## src/pkg_index.sv

```systemverilog
package pkg_index;

	//////////////////////////////
	// Widths
	//////////////////////////////

	localparam int WIDTH_INDEX		= 8;	// Index, ID and constant width
	localparam int WIDTH_MASK		= 16;	// Number of mask bits
	localparam int WIDTH_MASK_SEL	= $clog2(WIDTH_MASK);

	//////////////////////////////
	// Types
	//////////////////////////////

	typedef logic [WIDTH_INDEX-1:0]		index_t;
	typedef logic [WIDTH_MASK-1:0]		mask_t;		// Bit p enables offset p
	typedef logic [WIDTH_MASK_SEL-1:0]	mask_sel_t;

	// Operand sources for a*b+c
	typedef enum logic [2:0] {
		SRC_ZERO,
		SRC_THREAD,
		SRC_LANE,
		SRC_CONST,
		SRC_ORIG		// Index of the request itself
	} index_src_t;

	// How one request expands into indices
	typedef enum logic [1:0] {
		KIND_SINGLE,
		KIND_SLICE,
		KIND_MASKED
	} req_kind_t;

endpackage

```

## src/index_cmd_if.sv

```systemverilog
interface index_cmd_if
	import pkg_index::*;
();

	logic		valid;		// One cycle per accepted request
	req_kind_t	kind;
	index_t		base;		// Computed base index
	index_t		window;
	index_t		length;
	mask_t		mask;

	modport arith (
		output valid, kind, base, window, length, mask
	);

	modport gen (
		input valid, kind, base, window, length, mask
	);

	// Merge only needs the single-index path
	modport merge (
		input valid, kind, base
	);

endinterface

```

## src/index_arith.sv

```systemverilog
module index_arith
	import pkg_index::*;
(
	input	logic			clock,
	input	logic			reset,
	input	logic			stall,
	input	logic			req,
	input	logic			masked_read,
	input	logic			slice,
	input	logic			busy,
	input	index_src_t		sel_a,
	input	index_src_t		sel_b,
	input	index_src_t		sel_c,
	input	logic			swap,
	input	logic			sign,
	input	index_t			index,
	input	index_t			window,
	input	index_t			length,
	input	index_t			lane_id,
	input	index_t			thread_id,
	input	index_t			constant,
	input	mask_t			mask,
	index_cmd_if.arith		cmd
);

	logic		accept;
	index_t		op_a;
	index_t		op_b;
	index_t		op_c;
	index_t		product;
	index_t		base_val;
	req_kind_t	kind_val;

	function automatic index_t pick_operand(
		input index_src_t	src,
		input index_t		tid,
		input index_t		lid,
		input index_t		cval,
		input index_t		orig
	);
		case (src)
			SRC_THREAD:	return tid;
			SRC_LANE:	return lid;
			SRC_CONST:	return cval;
			SRC_ORIG:	return orig;
			default:	return '0;
		endcase
	endfunction

	assign accept	= req & ~stall & ~busy;

	assign op_a		= pick_operand(sel_a, thread_id, lane_id, constant, index);
	assign op_b		= pick_operand(sel_b, thread_id, lane_id, constant, index);
	assign op_c		= pick_operand(sel_c, thread_id, lane_id, constant, index);

	assign product	= op_a * op_b;		// Modulo 256

	// a*b+c, a*b-c or c-a*b
	assign base_val	= !sign ? product + op_c :
						!swap ? product - op_c :
						op_c - product;

	// Masked wins over slice
	assign kind_val	= masked_read ? KIND_MASKED :
						slice ? KIND_SLICE :
						KIND_SINGLE;

	// Valid pulse, held only while stalled
	always_ff @(posedge clock) begin
		if (reset) begin
			cmd.valid <= 1'b0;
		end else if (!stall) begin
			cmd.valid <= accept;
		end
	end

	always_ff @(posedge clock) begin
		if (accept) begin
			cmd.base	<= base_val;
			cmd.kind	<= kind_val;
			cmd.window	<= window;
			cmd.length	<= length;
			cmd.mask	<= mask;
		end
	end

	// One command per request, never back to back
	a_valid_pulse: assert property (@(posedge clock) disable iff (reset)
		cmd.valid && !stall |=> !cmd.valid);

endmodule

```

## src/index_merge.sv

```systemverilog
module index_merge
	import pkg_index::*;
(
	input	logic			clock,
	input	logic			reset,
	input	logic			stall,
	index_cmd_if.merge		cmd,
	input	logic			slice_valid,
	input	logic			slice_last,
	input	logic			slice_busy,
	input	index_t			slice_index,
	input	logic			skip_valid,
	input	logic			skip_last,
	input	logic			skip_busy,
	input	index_t			skip_index,
	output	logic			out_req,
	output	logic			out_slice,
	output	logic			out_last,
	output	logic			busy,
	output	index_t			out_index
);

	logic		pend_single;		// Single index waiting for output
	index_t		single_base;
	logic		out_req_r;
	logic		out_last_r;

	// Stalled cycles show no request
	assign out_req	= out_req_r & ~stall;
	assign out_last	= out_last_r & ~stall;

	assign busy	= cmd.valid | pend_single | slice_busy | skip_busy | out_req_r;

	always_ff @(posedge clock) begin
		if (reset) begin
			pend_single	<= 1'b0;
			out_req_r	<= 1'b0;
			out_last_r	<= 1'b0;
			out_slice	<= 1'b0;
		end else if (!stall) begin
			pend_single	<= cmd.valid & (cmd.kind == KIND_SINGLE);
			out_req_r	<= pend_single | slice_valid | skip_valid;
			out_last_r	<= pend_single | (slice_valid & slice_last) | (skip_valid & skip_last);
			out_slice	<= slice_valid | skip_valid;
		end
	end

	always_ff @(posedge clock) begin
		if (!stall) begin
			single_base	<= cmd.base;
			out_index	<= pend_single ? single_base :
							slice_valid ? slice_index : skip_index;
		end
	end

	// Only one generator runs per command
	a_one_gen: assert property (@(posedge clock) disable iff (reset)
		!(slice_valid && skip_valid));

endmodule

```

## src/index_unit.sv

```systemverilog
module index_unit
	import pkg_index::*;
(
	input	logic			clock,
	input	logic			reset,
	input	logic			stall,
	input	logic			req,
	input	logic			masked_read,
	input	logic			slice,
	input	index_src_t		sel_a,
	input	index_src_t		sel_b,
	input	index_src_t		sel_c,
	input	logic			swap,
	input	logic			sign,
	input	index_t			index,
	input	index_t			window,
	input	index_t			length,
	input	index_t			lane_id,
	input	index_t			thread_id,
	input	index_t			constant,
	input	mask_t			mask,
	output	logic			out_req,
	output	logic			out_slice,
	output	logic			out_last,
	output	logic			busy,
	output	index_t			out_index
);

	logic		slice_valid;
	logic		slice_last;
	logic		slice_busy;
	index_t		slice_index;
	logic		skip_valid;
	logic		skip_last;
	logic		skip_busy;
	index_t		skip_index;

	index_cmd_if u_cmd ();

	index_arith u_arith (
		.clock(clock), .reset(reset), .stall(stall), .req(req),
		.masked_read(masked_read), .slice(slice), .busy(busy),
		.sel_a(sel_a), .sel_b(sel_b), .sel_c(sel_c), .swap(swap), .sign(sign),
		.index(index), .window(window), .length(length), .lane_id(lane_id),
		.thread_id(thread_id), .constant(constant), .mask(mask), .cmd(u_cmd.arith)
	);

	slice_seq u_slice (
		.clock(clock), .reset(reset), .stall(stall), .cmd(u_cmd.gen),
		.gen_valid(slice_valid), .gen_last(slice_last),
		.gen_busy(slice_busy), .gen_index(slice_index)
	);

	skip_ctrl u_skip (
		.clock(clock), .reset(reset), .stall(stall), .cmd(u_cmd.gen),
		.gen_valid(skip_valid), .gen_last(skip_last),
		.gen_busy(skip_busy), .gen_index(skip_index)
	);

	index_merge u_merge (
		.clock(clock), .reset(reset), .stall(stall), .cmd(u_cmd.merge),
		.slice_valid(slice_valid), .slice_last(slice_last), .slice_busy(slice_busy),
		.slice_index(slice_index), .skip_valid(skip_valid), .skip_last(skip_last),
		.skip_busy(skip_busy), .skip_index(skip_index), .out_req(out_req),
		.out_slice(out_slice), .out_last(out_last), .busy(busy), .out_index(out_index)
	);

endmodule

```

## src/skip_ctrl.sv

```systemverilog
module skip_ctrl
	import pkg_index::*;
(
	input	logic			clock,
	input	logic			reset,
	input	logic			stall,
	index_cmd_if.gen		cmd,
	output	logic			gen_valid,
	output	logic			gen_last,
	output	logic			gen_busy,
	output	index_t			gen_index
);

	logic		load;
	mask_t		len_mask;		// Bits below length
	mask_t		rem_mask;		// Bits still to be emitted
	mask_t		rem_next;
	mask_sel_t	sel;			// Lowest set bit
	index_t		base_r;

	assign load	= cmd.valid & ~stall & (cmd.kind == KIND_MASKED);

	always_comb begin
		len_mask = '0;
		for (int p = 0; p < WIDTH_MASK; p++) begin
			len_mask[p] = (index_t'(p) < cmd.length);
		end
	end

	//////////////////////////////
	// Priority encoder
	//////////////////////////////

	// Scan downwards so the lowest set bit wins
	always_comb begin
		sel = '0;
		for (int p = WIDTH_MASK - 1; p >= 0; p--) begin
			if (rem_mask[p]) begin
				sel = WIDTH_MASK_SEL'(p);
			end
		end
	end

	assign rem_next		= rem_mask & (rem_mask - 1'b1);	// Clear lowest bit

	assign gen_busy		= (rem_mask != '0);
	assign gen_valid	= gen_busy & ~stall;
	assign gen_index	= base_r + index_t'(sel);
	assign gen_last		= (rem_next == '0);

	always_ff @(posedge clock) begin
		if (reset) begin
			rem_mask <= '0;
		end else if (load) begin
			rem_mask <= cmd.mask & len_mask;	// May be empty
		end else if (gen_valid) begin
			rem_mask <= rem_next;
		end
	end

	always_ff @(posedge clock) begin
		if (load) begin
			base_r <= cmd.base;
		end
	end

	// Mask drains completely after the last element
	a_last_drains: assert property (@(posedge clock) disable iff (reset)
		gen_valid && gen_last |=> !gen_busy);

endmodule

```

## src/slice_seq.sv

```systemverilog
module slice_seq
	import pkg_index::*;
(
	input	logic			clock,
	input	logic			reset,
	input	logic			stall,
	index_cmd_if.gen		cmd,
	output	logic			gen_valid,
	output	logic			gen_last,
	output	logic			gen_busy,
	output	index_t			gen_index
);

	logic		active;
	logic		load;
	logic		wrap;
	index_t		count;		// Element number within the slice
	index_t		offset;		// Position inside the window
	index_t		base_r;
	index_t		window_r;
	index_t		length_r;

	assign load		= cmd.valid & ~stall & (cmd.kind == KIND_SLICE);
	assign wrap		= (offset == window_r - 1'b1);

	assign gen_busy		= active;
	assign gen_valid	= active & ~stall;
	assign gen_index	= base_r + offset;
	assign gen_last		= (count == length_r - 1'b1);

	//////////////////////////////
	// Element and window counters
	//////////////////////////////

	always_ff @(posedge clock) begin
		if (reset) begin
			active	<= 1'b0;
			count	<= '0;
			offset	<= '0;
		end else if (load) begin
			active	<= 1'b1;
			count	<= '0;
			offset	<= '0;
		end else if (gen_valid) begin
			if (gen_last) begin
				active	<= 1'b0;		// Slice done
			end
			count	<= count + 1'b1;
			offset	<= wrap ? '0 : offset + 1'b1;
		end
	end

	always_ff @(posedge clock) begin
		if (load) begin
			base_r		<= cmd.base;
			window_r	<= cmd.window;
			length_r	<= cmd.length;
		end
	end

	// Offset always stays inside the window
	a_offset_range: assert property (@(posedge clock) disable iff (reset)
		gen_valid |-> gen_busy && (offset < window_r));

endmodule

```

## config.mk

```make
export PLATFORM = sky130hd
export DESIGN_NAME = index_unit
export DESIGN_NICKNAME = d
export VERILOG_FILES = /design/src/pkg_index.sv /design/src/index_cmd_if.sv /design/src/index_arith.sv /design/src/index_merge.sv /design/src/index_unit.sv /design/src/skip_ctrl.sv /design/src/slice_seq.sv
export SDC_FILE = /design/constraint.sdc
export NUM_CORES = 1
export LEC_CHECK = 0
export ABC_CLOCK_PERIOD_IN_PS = 8000
export BUFFER_PORTS_ARGS = -buffer_cell sky130_fd_sc_hd__buf_2
export CAP_MARGIN = 40
export CELL_PAD_IN_SITES_DETAIL_PLACEMENT = 1
export CELL_PAD_IN_SITES_GLOBAL_PLACEMENT = 1
export CORE_MARGIN = 2
export CORE_UTILIZATION = 47
export CTS_CLUSTER_DIAMETER = 150
export CTS_CLUSTER_SIZE = 25
export DETAILED_ROUTE_END_ITERATION = 8
export GPL_TIMING_DRIVEN = 0
export PLACE_DENSITY = 0.79
export SYNTH_ARGS = -nofsm -noshare
export SYNTH_HDL_FRONTEND = slang
export SYNTH_HIERARCHICAL = 1
export SYNTH_SLANG_ARGS = --single-unit
```

## constraint.sdc

```tcl
create_clock -name clock -period 8 [get_ports clock]
set_input_delay 1.2 -clock clock [delete_from_list [all_inputs] [get_ports clock]]
set_output_delay 1.2 -clock clock [all_outputs]
set_load 0.02 [all_outputs]
```

==> results of run 1 <==
## per-layer routing
metal  part of all wire (%)  track usage, %  up-vias
met3                    3.7            3.51       44
li1                       -               -     3284
met1                     44            31.4     3389
met4                    2.2            9.41        2
met5                  0.048               0        -
met2                     50            41.6      153
## registers in the layout (all words and copies together) (netlist names)
register             flops
u_slice/count            8
u_arith/cmd.mask        16
u_merge/out_last_r       1
u_slice/gen_busy         1
u_slice/base_r           8
u_slice/window_r         8
u_merge/out_req_r        1
u_skip/base_r            8
u_arith/cmd.window       8
u_merge/pend_single      1
u_merge/out_index        8
u_merge/out_slice        1
u_arith/cmd.kind         2
u_slice/offset           8
u_slice/length_r         8
u_merge/single_base      8
u_arith/cmd.valid        1
u_skip/rem_mask         16
u_arith/cmd.base         8
u_arith/cmd.length       8
## area by class of cell
class / count / area [µm²] / share of cell area (%)
timing repair buffer: 91 / 482 / 4.80
buffer: 34 / 219 / 2.18
inverter: 63 / 236 / 2.35
clock inverter: 10 / 120 / 1.20
clock buffer: 22 / 507 / 5.05
tap: 229 / 287 / 2.85
multi-input combinational: 625 / 4730 / 47.1
sequential: 128 / 3460 / 34.5
## power groups by stage
| stage | logic, µW | clock network, µW | registers (µW) |
|---|---|---|---|
| 2_1_floorplan | 190 | 0 | 773 |
| 3_3_place_gp | 270 | 0 | 777 |
| 3_5_place_dp | 283 | 0 | 777 |
| 4_1_cts | 289 | 829 | 763 |
| 5_1_grt | 319 | 856 | 765 |
| 6_report | 288 | 813 | 763 |
## per-stage QoR
stage	cells	util, %	setup WS [ps]	hold slack (ps)
after floorplan	850	-	2100	400
after CTS	1202	55.9	1870	422
after global routing	1202	55.9	1660	429
after detailed placement	1170	52.4	1540	407
after global placement	1164	52.0	1420	402
final	1202	55.9	1860	419
## kinds of logic (layout without fill, tap and decap cells)
family          Yosys count  in the layout  share of synthesized area [%]
flops                   128            128                           40.1
compound gates          182            182                           14.8
xor+xnor                 61             61                           6.67
mux                      42             42                           4.90
fa+ha+maj                71             71                           11.7
buf+inv                  97            220                           5.28
simple gates            269            269                           16.5
## synthesized netlist by cell type, types with 20 or more instances
| master | number |
|---|---|
| edfxtp_1 | 90 |
| nor2_1 | 89 |
| inv_1 | 62 |
| nand2_1 | 54 |
| ha_1 | 52 |
| a21oi_1 | 44 |
| mux2i_1 | 40 |
| dfxtp_1 | 38 |
| xnor2_1 | 36 |
| o21ai_0 | 29 |
| xor2_1 | 22 |
| nand3b_1 | 20 |
## worst paths after layout
| check | startpoint | endpoint | slack [ps] |
|---|---|---|---|
| max | sel_b[2] | u_arith/cmd.base[7] | 1860 |
| min | u_arith/cmd.window[3] | u_slice/window_r[3] | 420 |
| min reg2reg | u_arith/cmd.window[3] | u_slice/window_r[3] | 420 |
| max reg2reg | u_skip/rem_mask[0] | u_arith/cmd.mask[4] | 4700 |
## critical path: stages
cell and delay (ps):
buf_2 100, buf_4 160, and2b_1 280, a22oi_1 90, o22a_1 300, or2_2 340, fa_1 490, inv_1 50
ha_1 260, inv_1 50, fa_1 520, fa_1 550, inv_1 50, ha_1 340, xnor2_1 290, ha_1 340
or4_1 550, o311ai_0 190, xor2_1 150
==> impl_metrics.json, run 1 <==
{
  "status": "finished clean",
  "crit_fanout": 10,
  "drive_above_1_share_pct": 19.2,
  "dpl-instance-area_mm2": 0.00942,
  "grt_pass1_vias": 7110,
  "finalPower_uw": 1860,
  "p_int_uw": 1380,
  "synth_top_cell_by_area": "edfxtp_1",
  "worstMarginPinSlew_ps": 871,
  "skew_ps": 8.05,
  "design_area_mm2": 0.0100,
  "dr_total_vias": 6872,
  "cp.arrival_ps": 6280,
  "n_antenna_cell": 0,
  "rr_worst_depth": 9,
  "wire_per_inst_um": 19.0,
  "power_leakage_uw": 0.00405,
  "ys_top_cells_by_area": "edfxtp_1 (31%), dfxtp_1 (8.8%), ha_1 (7.5%)",
  "finalSetupViolations": 0,
  "cts_buffer_depth": 2,
  "pwr-share-comb_pct": 15.5,
  "netlist_instances": 850,
  "yosysSeqAreaShare_pct": 40.1,
  "maxCapViolations": 0,
  "cts_setup_buffers": 0,
  "clock-sinks": 128,
  "rsz0062_at_grt": "false",
  "synth-seq-cells": 128,
  "end_kind": "flop",
  "cts_resized": 0,
  "routed_wl_mm": 22.8,
  "synth.top_cell.area_share_pct": 31.3,
  "cts.clk_slew.worst_paths_ps": 60,
  "drtAntennaViolNets": 0,
  "synthToLayoutAreaGrowth_pct": 16.4,
  "avgViaCountPerCell": 5.72,
  "cts_root_buf": "clkbuf_16",
  "cts_buffers": 17,
  "grt_pass1_wl_mm": 37.3,
  "avgSynthCellArea_um2": 10.1,
  "syn_area_mm2": 0.00863,
  "final-hold-violation-count": 0,
  "fin_tns_setup_ps": 0,
  "place_congestion": 0.937,
  "final_common_cell": "buf_2",
  "crit_required_ps": 8140,
  "synth_edf_count": 90,
  "final_cell_mix": "buf_2 (97), edfxtp_1 (90), nor2_1 (89)",
  "antenna_found_initial": 1,
  "holdPathStages": 0,
  "core_mm2": 0.0180,
  "pwr-share-clk_pct": 43.6,
  "nFillCells": 2019,
  "rows": 49,
  "fp.dieW_um": 139,
  "drv_slew": 0,
  "yosysWarnings": 6,
  "gr-total-overflow": 0,
  "first_pass_iters": 5,
  "detail_route.iter0.violations": 379,
  "h-tree-depth": 4,
  "min_period_ps": 6140,
  "ctsHoldBuffers": 0,
  "dieArea_mm2": 0.0195,
  "swShare_pct": 26.1,
  "async_flop_share_pct": 0,
  "layout.nets": 1110,
  "max_slew_margin_pct": 41.7,
  "start_kind": "primary input",
  "cts_tree": "done",
  "grt_max_degree": 17,
  "start_util_pct": 48.0,
  "fmax_ghz": 0.163,
  "grt_usage_pct": 24.4,
  "clk_latency_ps": 430,
  "portBuffers": 85,
  "finalCritPeriodShare_pct": 76.7,
  "peakVddDrop_mv": 0.178,
  "seqPwrFrac_pct": 40.9,
  "die_h_um": 139,
  "synthFlopType": "edfxtp_1",
  "p_per_area_mw_per_mm2": 186,
  "power.switching_uw": 486,
  "place_hpwl_mm": 16.9,
  "io_pins": 93,
  "crit_type": "primary input to flop",
  "min_path_type": "flop to flop",
  "synthDistinctLibCells": 84,
  "drc_errors": 0,
  "synth_nets": 1000
}
Note: power is estimated with default switching activity, not from simulation.
==> inputs of run 2 (changes only) <==
--- a/config.mk
+++ b/config.mk
@@ -5,7 +5,7 @@
 export SDC_FILE = /design/constraint.sdc
 export NUM_CORES = 1
 export LEC_CHECK = 0
-export ABC_CLOCK_PERIOD_IN_PS = 8000
+export ABC_CLOCK_PERIOD_IN_PS = 5840
 export BUFFER_PORTS_ARGS = -buffer_cell sky130_fd_sc_hd__buf_2
 export CAP_MARGIN = 40
 export CELL_PAD_IN_SITES_DETAIL_PLACEMENT = 1
==> constraint.sdc (replaced) <==
create_clock -name clock -period 5.84 [get_ports clock]
set_input_delay 0.876 -clock clock [delete_from_list [all_inputs] [get_ports clock]]
set_output_delay 0.876 -clock clock [all_outputs]
set_load 0.02 [all_outputs]
==> run 2 against run 1 <==
Effect of this change:
- register-to-register slack worse by 2200 ps
- die area unchanged
- via count down 0.15%
- utilization up 0.077 points
- critical path depth unchanged
- clock skew about the same
- routed wire length about the same
- combinational power up 38%
- sequential cell count unchanged
==> impl_metrics.json, run 2 (synthesis gave the netlist of run 1 again) <==
{
  "status": "finished clean",
  "place_congestion": 0.937,
  "grt_max_degree": 17,
  "drtAntennaViolNets": 0,
  "h-tree-depth": 4,
  "cp-startpoint": "sel_b[2]",
  "detail_route.iter0.violations": 390,
  "start_util_pct": 48.0,
  "portBuffers": 85,
  "wire_per_inst_um": 19.0,
  "r2r-end": "u_arith/cmd.mask[8]",
  "core_mm2": 0.0180,
  "power_leakage_uw": 0.00406,
  "cp.arrival_ps": 5790,
  "place_hpwl_mm": 16.9,
  "final_common_cell": "buf_2",
  "cts_buffer_depth": 2,
  "n_antenna_cell": 0,
  "p_per_area_mw_per_mm2": 255,
  "final_cell_mix": "buf_2 (97), edfxtp_1 (90), nor2_1 (89)",
  "dr_total_vias": 6862,
  "final-hold-violation-count": 0,
  "crit_fanout": 10,
  "end_kind": "flop",
  "grt_pass1_wl_mm": 37.3,
  "cts_tree": "done",
  "cts.clk_slew.worst_paths_ps": 60,
  "finalSetupViolations": 0,
  "cts_root_buf": "clkbuf_16",
  "io_pins": 93,
  "min_path_type": "flop to flop",
  "finalCritPeriodShare_pct": 96.6,
  "dieArea_mm2": 0.0195,
  "rows": 49,
  "clock-sinks": 128,
  "whs_ps": 419,
  "drv_slew": 0,
  "start_kind": "primary input",
  "layout.nets": 1110,
  "synthToLayoutAreaGrowth_pct": 16.6,
  "fmax_ghz": 0.177,
  "rr_worst_depth": 9,
  "ff2ff_setup_slack_ps": 2530,
  "fp.dieW_um": 139,
  "finalPower_uw": 2560,
  "antenna_found_initial": 1,
  "cts_buffers": 17,
  "maxCapViolations": 0,
  "rsz0062_at_grt": "false",
  "clk_latency_ps": 430,
  "grt_usage_pct": 24.4,
  "endpoint": "u_arith/cmd.base[7]",
  "routed_wl_mm": 22.8,
  "min_period_ps": 5640,
  "peakVddDrop_mv": 0.244,
  "worstMarginPinSlew_ps": 870,
  "avgViaCountPerCell": 5.71,
  "fin_tns_setup_ps": 0,
  "grt_pass1_vias": 7110,
  "gr-total-overflow": 0,
  "crit_type": "primary input to flop",
  "drc_errors": 0,
  "first_pass_iters": 5,
  "die_h_um": 139,
  "cts_setup_buffers": 0,
  "reg_top3": "u_arith/cmd.mask (16), u_skip/rem_mask (16)",
  "skew_ps": 8.15,
  "max_slew_margin_pct": 41.8,
  "crit_required_ps": 5990,
  "instances_no_fill": 1202,
  "r2r-start": "u_skip/rem_mask[0]",
  "placedCellCount": 1170,
  "drive_above_1_share_pct": 19.6
}
[run 2: cell counts in the layout (fill, tap and decap cells not counted)]
No cell type changed its count.
[run 2: where the power goes]
group | internal [µW] | switching (µW) | total [µW]
clock | 705 | 412 | 1120
sequential | 1020 | 23.6 | 1040
combinational | 165 | 234 | 398
total | 1890 | 669 | 2560
[run 2: worst min path at each step]
stage                     endpoint                  start  cells past startpoint  slack (ps)
6_report       u_slice/window_r[3]  u_arith/cmd.window[3]                      0         420
5_1_grt        u_slice/window_r[3]  u_arith/cmd.window[3]                      0         430
4_1_cts        u_slice/window_r[3]  u_arith/cmd.window[3]                      0         420
3_5_place_dp   u_slice/window_r[7]  u_arith/cmd.window[7]                      0         410
3_3_place_gp   u_slice/window_r[2]  u_arith/cmd.window[2]                      0         400
2_1_floorplan  u_slice/window_r[0]  u_arith/cmd.window[0]                      0         400
[run 2: repair_timing]
item,in CTS,in global routing
endpoints found under the setup margin,0,1
hold buffers,0,0
gates resized for setup,0,5
[run 2: critical path, cell delays in order]
cell	delay [ps]
buf_2	100
buf_4	160
and2b_1	280
a22oi_1	90
o22a_1	270
or2_2	310
fa_1	510
inv_1	50
ha_1	260
inv_1	50
fa_1	520
fa_1	550
inv_1	50
ha_1	350
xnor2_2	230
ha_1	310
or4_1	550
o311ai_1	140
xor2_1	130
[run 2: layout make-up]
class / count / area (µm²)
buffer: 34 / 219
clock buffer: 22 / 507
clock inverter: 10 / 120
fill: 2015 / 7910
inverter: 63 / 236
multi-input combinational: 625 / 4740
sequential: 128 / 3460
tap: 229 / 287
timing repair buffer: 91 / 482
[run 2: layer usage]
metal	track usage [%]	share of wire, %	routed length (µm)	vias to the layer above
met5	0	0.048	11	-
met4	9.41	2.0	459	2
met3	3.51	4.1	926	35
met2	41.6	50	11400	166
met1	31.4	44	10000	3372
li1	-	-	-	3287
[run 2: through the flow]
stage / instance area [µm²] / setup slack, ps / utilization, %
2_1_floorplan: 8630 / 268 / -
3_3_place_gp: 9340 / -684 / 52.0
3_5_place_dp: 9420 / -297 / 52.4
4_1_cts: 10000 / 32.8 / 55.9
5_1_grt: 10100 / 9.04 / 56.0
6_report: 10100 / 198 / 56.0
==> inputs of run 3 (changes only) <==
--- a/config.mk
+++ b/config.mk
@@ -5,13 +5,14 @@
 export SDC_FILE = /design/constraint.sdc
 export NUM_CORES = 1
 export LEC_CHECK = 0
+export ABC_AREA = 1
 export ABC_CLOCK_PERIOD_IN_PS = 5840
 export BUFFER_PORTS_ARGS = -buffer_cell sky130_fd_sc_hd__buf_2
 export CAP_MARGIN = 40
 export CELL_PAD_IN_SITES_DETAIL_PLACEMENT = 1
 export CELL_PAD_IN_SITES_GLOBAL_PLACEMENT = 1
 export CORE_MARGIN = 2
-export CORE_UTILIZATION = 47
+export CORE_UTILIZATION = 45
 export CTS_CLUSTER_DIAMETER = 150
 export CTS_CLUSTER_SIZE = 25
 export DETAILED_ROUTE_END_ITERATION = 8
==> run 3 against run 2 <==
Effect of this change:
- clock power is essentially flat
- highest routed layer is now met4
- largest cell class unchanged
- combinational power up 110%
- die area rose by 11%
- sequential cell count unchanged
- critical path type unchanged
- critical path depth up 14
- worst setup slack better by 130 ps
- design area increased by 6.9%
==> impl_metrics.json, run 3 <==
{
  "yosysSeqAreaShare_pct": 37.5,
  "synthTopCellsByCount": "nand2_1 (232), inv_1 (212), nor2_1 (117)",
  "cts.clk_slew.worst_paths_ps": 60,
  "peakVddDrop_mv": 0.215,
  "fp.dieW_um": 147,
  "critPathMostFrequentCell": "nand2_1",
  "crit_type": "primary input to flop",
  "maxCapViolations": 0,
  "worst_slack_ps": 330,
  "async_flop_share_pct": 0,
  "cp.arrival_ps": 5670,
  "clock-sinks": 128,
  "place_hpwl_mm": 20.2,
  "regArea_mm2": 0.00346,
  "drive_above_1_share_pct": 17.6,
  "synth.most_common_cell": "nand2_1",
  "grt_usage_pct": 24.3,
  "final_cell_mix": "nand2_1 (232), inv_1 (211), nor2_1 (117)",
  "first_pass_iters": 4,
  "worstMarginPinSlew_ps": 855,
  "synthToLayoutAreaGrowth_pct": 16.4,
  "skew_ps": 6.12,
  "n_antenna_cell": 0,
  "ys_top_cells_by_area": "edfxtp_1 (29%), nand2_1 (9.4%), inv_1 (8.6%)",
  "portBuffers": 89,
  "avgViaCountPerCell": 5.19,
  "end_kind": "flop",
  "rsz0062_at_grt": "false",
  "power_leakage_uw": 0.00503,
  "synth_nets": 1329,
  "synthFlopType": "edfxtp_1",
  "finalSetupViolations": 0,
  "drv_slew": 0,
  "max_slew_margin_pct": 42.9,
  "avgSynthCellArea_um2": 7.83,
  "cts_resized": 0,
  "status": "finished clean",
  "p_per_area_mw_per_mm2": 287,
  "endpoint": "u_arith/cmd.base[7]",
  "nFillCells": 2524,
  "cpPeakStageDelay_ps": 590,
  "detail_route.iter0.violations": 248,
  "synth-seq-cells": 128,
  "drc_errors": 0,
  "layout.nets": 1443,
  "place_ws_ps": -142,
  "crit_required_ps": 6000,
  "multi_input_area_mm2": 0.00477,
  "cts_setup_buffers": 0,
  "dr_total_vias": 8173,
  "gr-total-overflow": 0,
  "syn_area_mm2": 0.00924,
  "r2r-end": "u_merge/out_index[6]",
  "antenna_found_initial": 0,
  "start_kind": "primary input",
  "synth_top_cell_by_area": "edfxtp_1",
  "clk_latency_ps": 420,
  "netlist_instances": 1179,
  "rr_worst_depth": 24,
  "grt_pass1_vias": 8588,
  "slowest_stage": "fa_2",
  "synth_edf_count": 90,
  "rows": 52,
  "placedCellCount": 1544,
  "routed_wl_mm": 25.8,
  "final_common_cell": "nand2_1",
  "place_congestion": 0.861,
  "grt_pass1_wl_mm": 42.3,
  "r2r-start": "u_skip/rem_mask[15]",
  "drtAntennaViolNets": 0,
  "dieArea_mm2": 0.0217,
  "final-hold-violation-count": 0,
  "core_mm2": 0.0202,
  "yosysWarnings": 6,
  "ctsHoldBuffers": 0,
  "grt_max_degree": 22,
  "fmax_ghz": 0.181,
  "die_h_um": 147,
  "cts_buffers": 17,
  "crit_fanout": 10,
  "io_pins": 93,
  "instances_no_fill": 1576,
  "min_path_type": "flop to flop",
  "start_util_pct": 45.8,
  "min_period_ps": 5510,
  "wire_per_inst_um": 16.4,
  "cts_tree": "done",
  "finalCritPeriodShare_pct": 94.4,
  "h-tree-depth": 4,
  "cts_root_buf": "clkbuf_16",
  "synth.top_cell.area_share_pct": 29.3,
  "cts_buffer_depth": 2,
  "cp-startpoint": "sel_b[1]",
  "synthDistinctLibCells": 52,
  "post-route-util_pct": 53.3,
  "fin_tns_setup_ps": 0,
  "ff2ff_setup_slack_ps": 2540,
  "reg_top3": "u_arith/cmd.mask (16), u_skip/rem_mask (16)"
}
-- run 3: cell count changes after synthesis, moves of 28 or more --
cell	before	now
nor2_1	89	117
nand2_1	54	232
nand3_1	16	73
inv_1	62	212
mux2i_1	40	2
nand4_1	8	52
-- run 3: worst min-delay path by stage --
stage,endpoint,from,slack [ps],cells after the start
global route,u_slice/window_r[6],u_arith/cmd.window[6],430,0
floorplan,u_slice/window_r[0],u_arith/cmd.window[0],400,0
global placement,u_slice/window_r[7],u_arith/cmd.window[7],400,0
CTS,u_slice/window_r[3],u_arith/cmd.window[3],430,0
detailed placement,u_slice/window_r[3],u_arith/cmd.window[3],410,0
finish,u_slice/window_r[3],u_arith/cmd.window[3],420,0
-- run 3: through the flow --
step	hold WS [ps]	power (µW)	cell area [µm²]
final	422	3090	10700
after global routing	435	3250	10700
after CTS	425	3110	10700
after detailed placement	411	1950	10100
after global placement	405	1910	10000
after floorplan	400	1690	9240
-- run 3: metal layers --
layer,part of all wire (%),global-route usage (%),vias up
met1,44,29.1,3930
met2,52,44.8,137
li1,-,-,4065
met5,0,0,-
met4,2.2,8.37,0
met3,2.4,3.32,41
-- run 3: kinds of logic after synthesis --
family | after synthesis | share of synthesized area [%]
buffers and inverters | 252 | 11.2
adder cells (fa/ha/maj) | 69 | 10.7
AO/OA/AOI/OAI | 142 | 8.70
AND/OR/NAND/NOR | 547 | 27.8
flip-flops | 128 | 37.5
multiplexers | 2 | 0.217
XOR/XNOR | 39 | 3.86
-- run 3: final cells by class --
| cell class | instances | share of cell area (%) |
|---|---|---|
| well taps | 270 | 3.14 |
| inverters | 231 | 8.17 |
| repair buffers | 95 | 4.74 |
| clock inverters | 15 | 1.93 |
| plain buffers | 21 | 1.44 |
| flip-flops and latches | 128 | 32.2 |
| multi-input cells | 799 | 44.4 |
| clock buffers | 17 | 3.96 |
-- run 3: critical path, delay by kind of cell --
kind	cells	cell delay [ps]
AND/OR/NAND/NOR	18	1420
buffers and inverters	8	810
adder cells (fa/ha/maj)	6	2470
AO/OA/AOI/OAI	1	70
-- run 3: power breakdown --
part	switching, µW	leakage, µW	internal (µW)
Sequential	43.4	0.00113	1060
Combinational	567	0.00359	287
Clock	413	0.000299	720
